[src/common/hpsdr_pkg.sv]
// Protocol-1 downstream only; endpoint 2 data frames, sequence numbers are not checked
package hpsdr_pkg;

  localparam logic [15:0] HPSDR_PORT = 16'd1024;
  localparam logic [7:0] PREAMBLE0 = 8'hef;
  localparam logic [7:0] PREAMBLE1 = 8'hfe;

  // Packet types after the preamble
  localparam logic [7:0] PKT_DATA = 8'h01;
  localparam logic [7:0] PKT_DISCOVERY = 8'h02;
  localparam logic [7:0] PKT_ASMI = 8'h03;
  localparam logic [7:0] PKT_RUNSTOP = 8'h04;

  localparam logic [7:0] EP_DS_DATA = 8'h02;
  localparam logic [7:0] ASMI_OP_PROGRAM = 8'h01;
  localparam logic [7:0] ASMI_OP_ERASE = 8'h02;
  localparam logic [7:0] SYNC_BYTE = 8'h7f;

  localparam int SAMPLES_PER_SUBFRAME = 63;
  localparam int ASMI_BLOCK_BYTES = 256;
  localparam logic [9:0] WATCHDOG_LIMIT = 10'd1023;

  localparam logic [5:0] CMD_ADDR_CONFIG = 6'd0;
  localparam logic [5:0] CMD_ADDR_TX_FREQ = 6'd1;

  // Unpacker state codes
  localparam logic [5:0] ST_START = 6'h00;
  localparam logic [5:0] ST_PREAMBLE = 6'h01;
  localparam logic [5:0] ST_DECODE = 6'h02;
  localparam logic [5:0] ST_RUNSTOP = 6'h03;
  localparam logic [5:0] ST_DISCOVERY = 6'h04;
  localparam logic [5:0] ST_ENDPOINT = 6'h05;
  localparam logic [5:0] ST_SEQNO3 = 6'h06;
  localparam logic [5:0] ST_SEQNO2 = 6'h07;
  localparam logic [5:0] ST_SEQNO1 = 6'h08;
  localparam logic [5:0] ST_SEQNO0 = 6'h09;
  localparam logic [5:0] ST_SYNC2 = 6'h10;
  localparam logic [5:0] ST_SYNC1 = 6'h11;
  localparam logic [5:0] ST_SYNC0 = 6'h12;
  localparam logic [5:0] ST_CMDCTRL = 6'h13;
  localparam logic [5:0] ST_CMDDATA3 = 6'h14;
  localparam logic [5:0] ST_CMDDATA2 = 6'h15;
  localparam logic [5:0] ST_CMDDATA1 = 6'h16;
  localparam logic [5:0] ST_CMDDATA0 = 6'h17;
  localparam logic [5:0] ST_PUSHL1 = 6'h18;
  localparam logic [5:0] ST_PUSHL0 = 6'h19;
  localparam logic [5:0] ST_PUSHR1 = 6'h1a;
  localparam logic [5:0] ST_PUSHR0 = 6'h1b;
  localparam logic [5:0] ST_PUSHI1 = 6'h1c;
  localparam logic [5:0] ST_PUSHI0 = 6'h1d;
  localparam logic [5:0] ST_PUSHQ1 = 6'h1e;
  localparam logic [5:0] ST_PUSHQ0 = 6'h1f;
  localparam logic [5:0] ST_ASMI_ERASE = 6'h20;
  localparam logic [5:0] ST_ASMI_DECODE = 6'h2a;
  localparam logic [5:0] ST_ASMI_CNT3 = 6'h2b;
  localparam logic [5:0] ST_ASMI_CNT2 = 6'h2c;
  localparam logic [5:0] ST_ASMI_CNT1 = 6'h2d;
  localparam logic [5:0] ST_ASMI_CNT0 = 6'h2e;
  localparam logic [5:0] ST_ASMI_PROGRAM = 6'h2f;

  typedef struct packed {
    logic [15:0] port;
    logic        broadcast;
    logic        valid;
    logic [7:0]  data;
    logic        unreachable;
  } eth_rx_t;

  typedef struct packed {
    logic [7:0] data;
    logic       lr_valid;
    logic       lr_last;
    logic       iq_valid;
    logic       iq_last;
    logic       asmi_valid;
    logic       asmi_last;
  } ds_byte_t;

  typedef struct packed {
    logic        resprqst;
    logic [5:0]  addr;
    logic        ptt;
    logic [31:0] data;
    logic        toggle;
  } cmd_t;

  typedef struct packed {
    logic [15:0] hi;
    logic [15:0] lo;
    logic        valid;
  } sample_t;

  // Config word at address 0
  typedef struct packed {
    logic [5:0]  rsvd_hi;
    logic [1:0]  speed;
    logic [17:0] rsvd_mid;
    logic [2:0]  n_rx;
    logic        duplex;
    logic [1:0]  rsvd_lo;
  } radio_cfg_t;

  typedef union packed {
    logic [31:0] freq;
    radio_cfg_t  cfg;
  } cmd_word_u;

endpackage
[src/verilog/hpsdr_downstream_top.sv]
// Flash controller and UDP receiver sit outside; asmi carries the whole byte stream
`timescale 1ns/100ps

module hpsdr_downstream_top (
  input  logic                  clk,
  input  logic                  reset,
  input  hpsdr_pkg::eth_rx_t    eth,
  input  logic                  watchdog_up,
  output hpsdr_pkg::ds_byte_t   asmi,
  output logic [13:0]           asmi_cnt,
  output logic                  asmi_erase,
  input  logic                  asmi_erase_ack,
  output logic                  discovery,
  output logic                  run,
  output logic                  wide_spectrum,
  output logic                  ptt,
  output hpsdr_pkg::sample_t    lr_sample,
  output hpsdr_pkg::sample_t    iq_sample,
  output hpsdr_pkg::radio_cfg_t cfg,
  output logic [31:0]           tx_freq,
  output hpsdr_pkg::cmd_t       last_cmd
);

  import hpsdr_pkg::*;

  ds_byte_t payload;
  cmd_t     cmd;

  assign asmi = payload;

  ds_unpacker unpacker (
    .clk            (clk),
    .reset          (reset),
    .eth            (eth),
    .watchdog_up    (watchdog_up),
    .asmi_erase_ack (asmi_erase_ack),
    .discovery      (discovery),
    .run            (run),
    .wide_spectrum  (wide_spectrum),
    .payload        (payload),
    .cmd            (cmd),
    .asmi_cnt       (asmi_cnt),
    .asmi_erase     (asmi_erase)
  );

  // Left/right audio words
  ds_sample_packer lr_packer (
    .clk    (clk),
    .reset  (reset),
    .data   (payload.data),
    .valid  (payload.lr_valid),
    .last   (payload.lr_last),
    .sample (lr_sample)
  );

  // Transmit IQ words, strobed only under PTT
  ds_sample_packer iq_packer (
    .clk    (clk),
    .reset  (reset),
    .data   (payload.data),
    .valid  (payload.iq_valid),
    .last   (payload.iq_last),
    .sample (iq_sample)
  );

  ds_cmd_bank cmd_bank (
    .clk      (clk),
    .reset    (reset),
    .cmd      (cmd),
    .cfg      (cfg),
    .tx_freq  (tx_freq),
    .last_cmd (last_cmd),
    .ptt      (ptt)
  );

endmodule

[src/ds_unpacker/ds_unpacker.sv]
// Needs eth.valid high for a whole packet; no back-pressure, strobes follow the input byte rate
`timescale 1ns/100ps

module ds_unpacker (
  input  logic               clk,
  input  logic               reset,
  input  hpsdr_pkg::eth_rx_t eth,
  input  logic               watchdog_up,
  input  logic               asmi_erase_ack,
  output logic               discovery,
  output logic               run,
  output logic               wide_spectrum,
  output hpsdr_pkg::ds_byte_t payload,
  output hpsdr_pkg::cmd_t    cmd,
  output logic [13:0]        asmi_cnt,
  output logic               asmi_erase
);

  import hpsdr_pkg::*;

  logic [5:0]  state;
  logic [5:0]  state_next;
  logic [7:0]  push_cnt;
  logic [7:0]  push_cnt_next;
  logic        run_next;
  logic        wide_spectrum_next;
  logic        ptt_q;
  logic        ptt_next;
  logic        toggle_q;
  logic        toggle_next;
  logic        resprqst_q;
  logic        resprqst_next;
  logic [5:0]  addr_q;
  logic [5:0]  addr_next;
  logic [31:0] data_q;
  logic [31:0] data_next;
  logic [13:0] asmi_cnt_next;
  logic [9:0]  wdog_cnt;
  logic        wdog_clr;
  logic        wdog_expired;
  logic        port_ok;

  assign port_ok = (eth.port == HPSDR_PORT);
  assign wdog_expired = (wdog_cnt == WATCHDOG_LIMIT);

  always_ff @(posedge clk) begin
    if (reset) begin
      state <= ST_START;
      run <= 1'b0;
      wide_spectrum <= 1'b0;
      push_cnt <= 8'h00;
      ptt_q <= 1'b0;
      toggle_q <= 1'b0;
    end else begin
      push_cnt <= push_cnt_next;
      ptt_q <= ptt_next;
      toggle_q <= toggle_next;
      if (eth.unreachable || wdog_expired) begin
        state <= ST_START;
        run <= 1'b0;
        wide_spectrum <= 1'b0;
      end else if (!eth.valid) begin
        state <= ST_START;
      end else begin
        state <= state_next;
        run <= run_next;
        wide_spectrum <= wide_spectrum_next;
      end
    end
  end

  // Command fields and flash count
  always_ff @(posedge clk) begin
    resprqst_q <= resprqst_next;
    addr_q <= addr_next;
    data_q <= data_next;
    asmi_cnt <= asmi_cnt_next;
  end

  assign cmd = '{resprqst: resprqst_q, addr: addr_q, ptt: ptt_q, data: data_q,
                 toggle: toggle_q};

  always_comb begin
    state_next = ST_START;
    run_next = run;
    wide_spectrum_next = wide_spectrum;
    push_cnt_next = push_cnt;
    ptt_next = ptt_q;
    toggle_next = toggle_q;
    resprqst_next = resprqst_q;
    addr_next = addr_q;
    data_next = data_q;
    asmi_cnt_next = asmi_cnt;

    discovery = 1'b0;
    asmi_erase = 1'b0;
    wdog_clr = 1'b0;
    payload = '0;
    payload.data = eth.data;

    case (state)
      ST_START: begin
        if (eth.data == PREAMBLE0 && port_ok) state_next = ST_PREAMBLE;
      end
      ST_PREAMBLE: begin
        if (eth.data == PREAMBLE1 && port_ok) state_next = ST_DECODE;
      end
      ST_DECODE: begin
        if (eth.data == PKT_DATA) state_next = ST_ENDPOINT;
        else if (eth.data == PKT_RUNSTOP) state_next = ST_RUNSTOP;
        else if (eth.data == PKT_DISCOVERY && eth.broadcast) state_next = ST_DISCOVERY;
        else if (eth.data == PKT_ASMI) state_next = ST_ASMI_DECODE;
      end
      ST_RUNSTOP: begin
        run_next = eth.data[0];
        wide_spectrum_next = eth.data[1];
      end
      ST_DISCOVERY: begin
        discovery = 1'b1;
      end
      ST_ASMI_DECODE: begin
        push_cnt_next = 8'h00;
        if (eth.data == ASMI_OP_PROGRAM) begin
          state_next = ST_ASMI_CNT3;
        end else if (eth.data == ASMI_OP_ERASE) begin
          asmi_erase = 1'b1;
          state_next = ST_ASMI_ERASE;
        end
      end
      // Upper count bytes exceed 14 bits and are dropped
      ST_ASMI_CNT3: state_next = ST_ASMI_CNT2;
      ST_ASMI_CNT2: state_next = ST_ASMI_CNT1;
      ST_ASMI_CNT1: begin
        asmi_cnt_next = {eth.data[5:0], asmi_cnt[7:0]};
        state_next = ST_ASMI_CNT0;
      end
      ST_ASMI_CNT0: begin
        asmi_cnt_next = {asmi_cnt[13:8], eth.data};
        state_next = ST_ASMI_PROGRAM;
      end
      ST_ASMI_PROGRAM: begin
        payload.asmi_valid = 1'b1;
        push_cnt_next = push_cnt + 8'h01;
        if (push_cnt == 8'(ASMI_BLOCK_BYTES - 1)) payload.asmi_last = 1'b1;
        else state_next = ST_ASMI_PROGRAM;
      end
      ST_ASMI_ERASE: begin
        asmi_erase = 1'b1;
        if (!asmi_erase_ack) state_next = ST_ASMI_ERASE;
      end
      ST_ENDPOINT: begin
        if (eth.data == EP_DS_DATA) state_next = ST_SEQNO3;
      end
      ST_SEQNO3: state_next = ST_SEQNO2;
      ST_SEQNO2: state_next = ST_SEQNO1;
      ST_SEQNO1: state_next = ST_SEQNO0;
      ST_SEQNO0: begin
        // Frame seen, restart watchdog
        wdog_clr = 1'b1;
        state_next = ST_SYNC2;
      end
      ST_SYNC2: begin
        push_cnt_next = 8'h00;
        if (eth.data == SYNC_BYTE) state_next = ST_SYNC1;
      end
      ST_SYNC1: begin
        push_cnt_next = 8'h00;
        if (eth.data == SYNC_BYTE) state_next = ST_SYNC0;
      end
      ST_SYNC0: begin
        push_cnt_next = 8'h00;
        if (eth.data == SYNC_BYTE) state_next = ST_CMDCTRL;
      end
      ST_CMDCTRL: begin
        resprqst_next = eth.data[7];
        addr_next = eth.data[6:1];
        ptt_next = eth.data[0];
        state_next = ST_CMDDATA3;
      end
      ST_CMDDATA3: begin
        data_next = {eth.data, data_q[23:0]};
        state_next = ST_CMDDATA2;
      end
      ST_CMDDATA2: begin
        data_next = {data_q[31:24], eth.data, data_q[15:0]};
        state_next = ST_CMDDATA1;
      end
      ST_CMDDATA1: begin
        data_next = {data_q[31:16], eth.data, data_q[7:0]};
        state_next = ST_CMDDATA0;
      end
      ST_CMDDATA0: begin
        data_next = {data_q[31:8], eth.data};
        toggle_next = ~toggle_q;
        state_next = ST_PUSHL1;
      end
      ST_PUSHL1, ST_PUSHL0, ST_PUSHR1: begin
        payload.lr_valid = 1'b1;
        state_next = state + 6'h01;
      end
      ST_PUSHR0: begin
        payload.lr_valid = 1'b1;
        payload.lr_last = 1'b1;
        push_cnt_next = push_cnt + 8'h01;
        state_next = ST_PUSHI1;
      end
      ST_PUSHI1, ST_PUSHI0, ST_PUSHQ1: begin
        payload.iq_valid = ptt_q;
        state_next = state + 6'h01;
      end
      ST_PUSHQ0: begin
        payload.iq_valid = ptt_q;
        payload.iq_last = ptt_q;
        if (push_cnt == 8'(SAMPLES_PER_SUBFRAME)) state_next = ST_SYNC2;
        else state_next = ST_PUSHL1;
      end
      default: state_next = ST_START;
    endcase
  end

  // Watchdog stops run when frames stop arriving
  always_ff @(posedge clk) begin
    if (reset || !run || wdog_clr) begin
      wdog_cnt <= 10'h000;
    end else if (watchdog_up) begin
      wdog_cnt <= wdog_cnt + 10'h001;
    end
  end

endmodule

[src/verilog/ds_cmd_bank.sv]
// Acts on a toggle change of cmd; only addresses 0 and 1 are decoded, others update last_cmd only
`timescale 1ns/100ps

module ds_cmd_bank (
  input  logic                  clk,
  input  logic                  reset,
  input  hpsdr_pkg::cmd_t       cmd,
  output hpsdr_pkg::radio_cfg_t cfg,
  output logic [31:0]           tx_freq,
  output hpsdr_pkg::cmd_t       last_cmd,
  output logic                  ptt
);

  import hpsdr_pkg::*;

  logic      toggle_d;
  logic      new_cmd;
  cmd_word_u word;

  assign new_cmd = cmd.toggle ^ toggle_d;
  assign word = cmd.data;

  always_ff @(posedge clk) begin
    if (reset) begin
      toggle_d <= 1'b0;
      ptt <= 1'b0;
      cfg <= '0;
    end else begin
      toggle_d <= cmd.toggle;
      if (new_cmd) begin
        ptt <= cmd.ptt;
        if (cmd.addr == CMD_ADDR_CONFIG) cfg <= word.cfg;
      end
    end
  end

  // Frequency and raw command copy
  always_ff @(posedge clk) begin
    if (new_cmd) begin
      last_cmd <= cmd;
      if (cmd.addr == CMD_ADDR_TX_FREQ) tx_freq <= word.freq;
    end
  end

endmodule

[src/verilog/ds_sample_packer.sv]
// Four bytes per word, first byte most significant; last must come with the fourth strobe
`timescale 1ns/100ps

module ds_sample_packer (
  input  logic               clk,
  input  logic               reset,
  input  logic [7:0]         data,
  input  logic               valid,
  input  logic               last,
  output hpsdr_pkg::sample_t sample
);

  logic [31:0] shift_q;
  logic        done_q;

  always_ff @(posedge clk) begin
    if (valid) begin
      shift_q <= {shift_q[23:0], data};
    end
  end

  // One-cycle pulse after the closing byte
  always_ff @(posedge clk) begin
    if (reset) begin
      done_q <= 1'b0;
    end else begin
      done_q <= valid & last;
    end
  end

  assign sample.hi = shift_q[31:16];
  assign sample.lo = shift_q[15:0];
  assign sample.valid = done_q;

endmodule

[config.mk]
export PLATFORM = sky130hd
export DESIGN_NAME = hpsdr_downstream_top
export DESIGN_NICKNAME = d
export VERILOG_FILES = /design/src/common/hpsdr_pkg.sv /design/src/verilog/hpsdr_downstream_top.sv /design/src/ds_unpacker/ds_unpacker.sv /design/src/verilog/ds_cmd_bank.sv /design/src/verilog/ds_sample_packer.sv
export SDC_FILE = /design/constraint.sdc
export NUM_CORES = 1
export LEC_CHECK = 0
export BUFFER_PORTS_ARGS = -buffer_cell sky130_fd_sc_hd__buf_2
export CAP_MARGIN = 20
export CORE_ASPECT_RATIO = 0.5
export CORE_MARGIN = 2
export CORE_UTILIZATION = 55
export CTS_BUF_LIST = sky130_fd_sc_hd__clkbuf_8
export DETAILED_ROUTE_END_ITERATION = 10
export GPL_TIMING_DRIVEN = 0
export PLACE_DENSITY_LB_ADDON = 0.1
export SLEW_MARGIN = 10
export SYNTH_ARGS = -nofsm -noshare
export SYNTH_HDL_FRONTEND = slang
export SYNTH_SLANG_ARGS = --single-unit
[constraint.sdc]
create_clock -name clk -period 3.9 [get_ports clk]
set_input_delay 0.39 -clock clk [delete_from_list [all_inputs] [get_ports clk]]
set_output_delay 0.39 -clock clk [all_outputs]
set_load 0.005 [all_outputs]
==> impl_metrics.sql <==
INSERT INTO impl_metrics (metric_group, metric, value, unit) VALUES
('status', 'outcome', 'completed', ''),
('clock_tree', 'tritoncts_clock_tree', 'yes', ''),
('logic_synthesis', 'synthDistinctLibCells', '66', ''),
('die', 'top_level_ports', '235', ''),
('routing', 'number_of_drc_markers_in_iteration_0', '566', ''),
('global_routing', 'grt_pass1_vias', '6398', ''),
('setup_path', 'critical_path_class', 'flip-flop to output pin', ''),
('logic_synthesis', 'synth_area', '9570', 'sq um'),
('sta', 'worst_clock_skew', '13.6', 'ps'),
('clock_tree', 'number_of_gates_resized_after_cts', '0', ''),
('min_path', 'worst_hold_path_type', 'input port to flip-flop', ''),
('logic_synthesis', 'netlist_top_cells_area', 'sky130_fd_sc_hd__edfxtp_1 (60%), sky130_fd_sc_hd__dfxtp_1 (13%), sky130_fd_sc_hd__nand2_1 (2.7%), sky130_fd_sc_hd__and3_1 (2.2%), sky130_fd_sc_hd__a21oi_1 (2.1%)', ''),
('power', 'power.density', '418', 'nW/um^2'),
('logic_synthesis', 'yosys_register_bits', '254', ''),
('power', 'leak', '4.76', 'nW'),
('clock_tree', 'post_cts.repair.setup_buffers', '0', ''),
('sta', 'grt_setup_unrepaired', 'no', ''),
('setup_path', 'launch_instance_of_the_worst_register_to_register_path', 'unpacker.state[0]$_SDFF_PP0_', ''),
('sta', 'final.period_utilization', '94.5', '%'),
('die', 'rows', '34', ''),
('logic_synthesis', 'synth_simple_gate_area_share', '14.9', '%'),
('setup_path', 'r2r_end', 'unpacker.asmi_cnt[12]$_DFFE_PP_', ''),
('clock_tree', 'hold_buffers', '0', ''),
('setup_path', 'crit_fanout', '33', ''),
('setup_path', 'critical_path_buf_inv_count', '5', ''),
('sta', 'post-route-min-period', '3680', 'ps'),
('setup_path', 'path_delay_family', 'buffers and inverters', ''),
('logic_synthesis', 'ys.warnings.count', '0', ''),
('clock_tree', 'clkTransAtPathRegs', '70', 'ps'),
('sta', 'hold_viol', '0', ''),
('global_routing', 'total_grt_overflow', '0', ''),
('sta', 'finalSetupViolations', '0', ''),
('logic_synthesis', 'synth_xor_area_share', '1.10', '%'),
('power', 'worst_ir_drop_vdd', '0.214', 'mV'),
('logic_synthesis', 'netlist_instances', '697', ''),
('min_path', 'hold_wc_startpoint', 'eth[5]', ''),
('logic_synthesis', 'synth_enable_flop_cells', '190', ''),
('clock_tree', 'clock_sink_count', '254', ''),
('job', 'drv_cap', '0', ''),
('placement', 'gp_congestion', '0.924', ''),
('logic_synthesis', 'synthMostInstantiatedCell', 'sky130_fd_sc_hd__edfxtp_1', ''),
('logic_synthesis', 'synth_ff_type', 'sky130_fd_sc_hd__edfxtp_1', ''),
('logic_synthesis', 'dominant_combinational_cell_family_by_area_after_synthesis', 'simple AND/OR/NAND/NOR gates', ''),
('clock_tree', 'cts_root_buffer', 'sky130_fd_sc_hd__clkbuf_8', ''),
('layout', 'post_route_cells_drive_above_1_share', '35.4', '%'),
('die', 'chip_height', '97.3', 'microns'),
('placement', 'placed_cells', '1168', ''),
('clock_tree', 'htreeDepth', '2', ''),
('setup_path', 'r2r.worst_path.cells', '4', ''),
('logic_synthesis', 'synth-compound-area-share', '6.31', '%'),
('setup_path', 'critical-path-max-stage-delay', '560', 'ps'),
('die', 'initial_utilization', '55.7', '%'),
('logic_synthesis', 'synth.yosys.seq_area_share', '73.0', '%'),
('die', 'coreArea', '17200', 'sq um'),
('routing', 'drt-vias-per-instance', '5.44', ''),
('power', 'p_sw_share', '21.6', '%'),
('die', 'fp.dieArea', '18500', 'sq um'),
('logic_synthesis', 'fraction_of_post_synthesis_cell_area_in_the_top_cell_type_by_area', '59.6', '%'),
('logic_synthesis', 'avgSynthCellArea', '13.7', 'sq um'),
('power', 'seq_power_share', '58.0', '%'),
('clock_tree', 'cts-root-to-sink-buffers', '3', ''),
('setup_path', 'worst_setup_path_end_kind', 'output pin', ''),
('power', 'switching_component_of_the_power', '1.07', 'mW'),
('global_routing', 'gr-usage-all-layers', '25.4', '%'),
('logic_synthesis', 'synthAdderAreaFrac', '0.784', '%'),
('global_routing', 'grt_start_max_net_pins', '34', ''),
('sta', 'max-slew-margin-rel', '30.0', '%'),
('setup_path', 'critPathLaunchType', 'flip-flop', ''),
('setup_path', 'cp.required', '3510', 'ps'),
('clock_tree', 'cts_made_buffers', '36', ''),
('layout', 'instances_no_fill', '1235', '');
## layer usage
metal	share of wire [%]	track usage [%]
met1	43	35.5
met2	47	41.2
met3	8.7	5.24
met4	1.8	5.96
met5	0	0
## power groups by stage
stage                     Combinational, mW  Sequential [mW]  Clock, mW
after detailed placement             0.0828             2.93          0
after global placement               0.0825             2.93          0
after global routing                 0.0903             2.87       2.14
final                                0.0838             2.87       2.00
after CTS                            0.0833             2.87       2.03
after floorplan                      0.0335             2.93          0
## stage by stage
| step | setup TNS (ps) | utilization, % | setup WS, ps | power (mW) | area, sq um |
|---|---|---|---|---|---|
| after floorplan | 0 | - | 561 | 2.96 | 9570 |
| after global placement | -27890 | 64.2 | -792 | 3.01 | 11000 |
| after detailed placement | 0 | 64.8 | 849 | 3.01 | 11100 |
| after CTS | 0 | 68.8 | 283 | 4.98 | 11800 |
| after global routing | 0 | 68.8 | 75.0 | 5.10 | 11800 |
| final | 0 | 68.8 | 216 | 4.95 | 11800 |
## state kept, by name (all words and copies together) (netlist names)
signal and count:
cmd_bank.last_cmd 41, cmd_bank.cfg 32, cmd_bank.tx_freq 32, iq_packer.shift_q 32, lr_packer.shift_q 32, unpacker.data_q 32, unpacker.asmi_cnt 14, unpacker.wdog_cnt 10
unpacker.push_cnt 8, unpacker.addr_q 6, unpacker.state 6, cmd_bank.ptt 1, cmd_bank.toggle_d 1, iq_packer.done_q 1, lr_packer.done_q 1, unpacker.ptt_q 1
unpacker.resprqst_q 1, unpacker.run 1, unpacker.toggle_q 1, unpacker.wide_spectrum 1
## worst max path at each step
stage,start,to,depth (start not counted)
after detailed placement,unpacker.state[1]$_SDFF_PP0_,asmi[3],9
after floorplan,unpacker.state[0]$_SDFF_PP0_,asmi[3],6
after global routing,unpacker.state[1]$_SDFF_PP0_,asmi[3],9
final,unpacker.state[1]$_SDFF_PP0_,asmi[3],9
after CTS,unpacker.state[1]$_SDFF_PP0_,asmi[3],9
after global placement,unpacker.state[0]$_SDFF_PP0_,asmi[3],7
## cell usage in the layout (no fill, tap or decap), types with 3 or more instances in the layout
cell type | netlist | routed
sky130_fd_sc_hd__nand4_1 | 9 | 9
sky130_fd_sc_hd__inv_1 | 7 | 16
sky130_fd_sc_hd__nor2b_1 | 11 | 11
sky130_fd_sc_hd__o32a_1 | 3 | 3
sky130_fd_sc_hd__xnor2_1 | 6 | 6
sky130_fd_sc_hd__nor2_1 | 44 | 42
sky130_fd_sc_hd__clkbuf_8 | 0 | 41
sky130_fd_sc_hd__clkinv_1 | 0 | 3
sky130_fd_sc_hd__o22a_1 | 3 | 3
sky130_fd_sc_hd__edfxtp_1 | 190 | 190
sky130_fd_sc_hd__nand2_2 | 10 | 10
sky130_fd_sc_hd__and2_1 | 21 | 21
sky130_fd_sc_hd__or4_1 | 3 | 3
sky130_fd_sc_hd__nand3b_1 | 6 | 6
sky130_fd_sc_hd__buf_6 | 3 | 3
sky130_fd_sc_hd__buf_1 | 3 | 3
sky130_fd_sc_hd__buf_2 | 12 | 247
sky130_fd_sc_hd__nor4_1 | 5 | 4
sky130_fd_sc_hd__nand3_1 | 15 | 15
sky130_fd_sc_hd__or3b_2 | 3 | 3
sky130_fd_sc_hd__buf_4 | 14 | 15
sky130_fd_sc_hd__o21ai_0 | 10 | 10
sky130_fd_sc_hd__xor2_1 | 6 | 6
sky130_fd_sc_hd__and3_1 | 34 | 33
sky130_fd_sc_hd__nand2_1 | 70 | 70
sky130_fd_sc_hd__nor3_1 | 12 | 12
sky130_fd_sc_hd__nand2b_1 | 3 | 3
sky130_fd_sc_hd__a21oi_1 | 41 | 41
sky130_fd_sc_hd__ha_1 | 6 | 6
sky130_fd_sc_hd__nor3b_1 | 3 | 3
sky130_fd_sc_hd__clkinv_2 | 0 | 6
sky130_fd_sc_hd__a21oi_2 | 8 | 8
sky130_fd_sc_hd__o211ai_1 | 3 | 3
sky130_fd_sc_hd__dfxtp_1 | 64 | 64
sky130_fd_sc_hd__clkbuf_1 | 19 | 19
sky130_fd_sc_hd__a31oi_1 | 3 | 3
sky130_fd_sc_hd__or3_1 | 4 | 4
sky130_fd_sc_hd__mux2i_1 | 5 | 5
## area by class of cell
cell class	instances	area [sq um]
Sequential cell	254	6990
Fill cell	1319	5360
Multi-Input combinational cell	385	2300
Timing Repair Buffer	239	1250
Clock buffer	41	564
Tap cell	234	293
Buffer	51	282
Clock inverter	24	123
Inverter	7	26.3
## kinds of logic (layout without fill, tap and decap cells)
group,after synthesis,after routing
AO/OA/AOI/OAI,92,92
XOR/XNOR,12,12
adder cells (fa/ha/maj),6,6
buffers and inverters,58,362
flip-flops,254,254
multiplexers,6,6
AND/OR/NAND/NOR,269,269
Note: power is estimated with default switching activity, not from simulation.
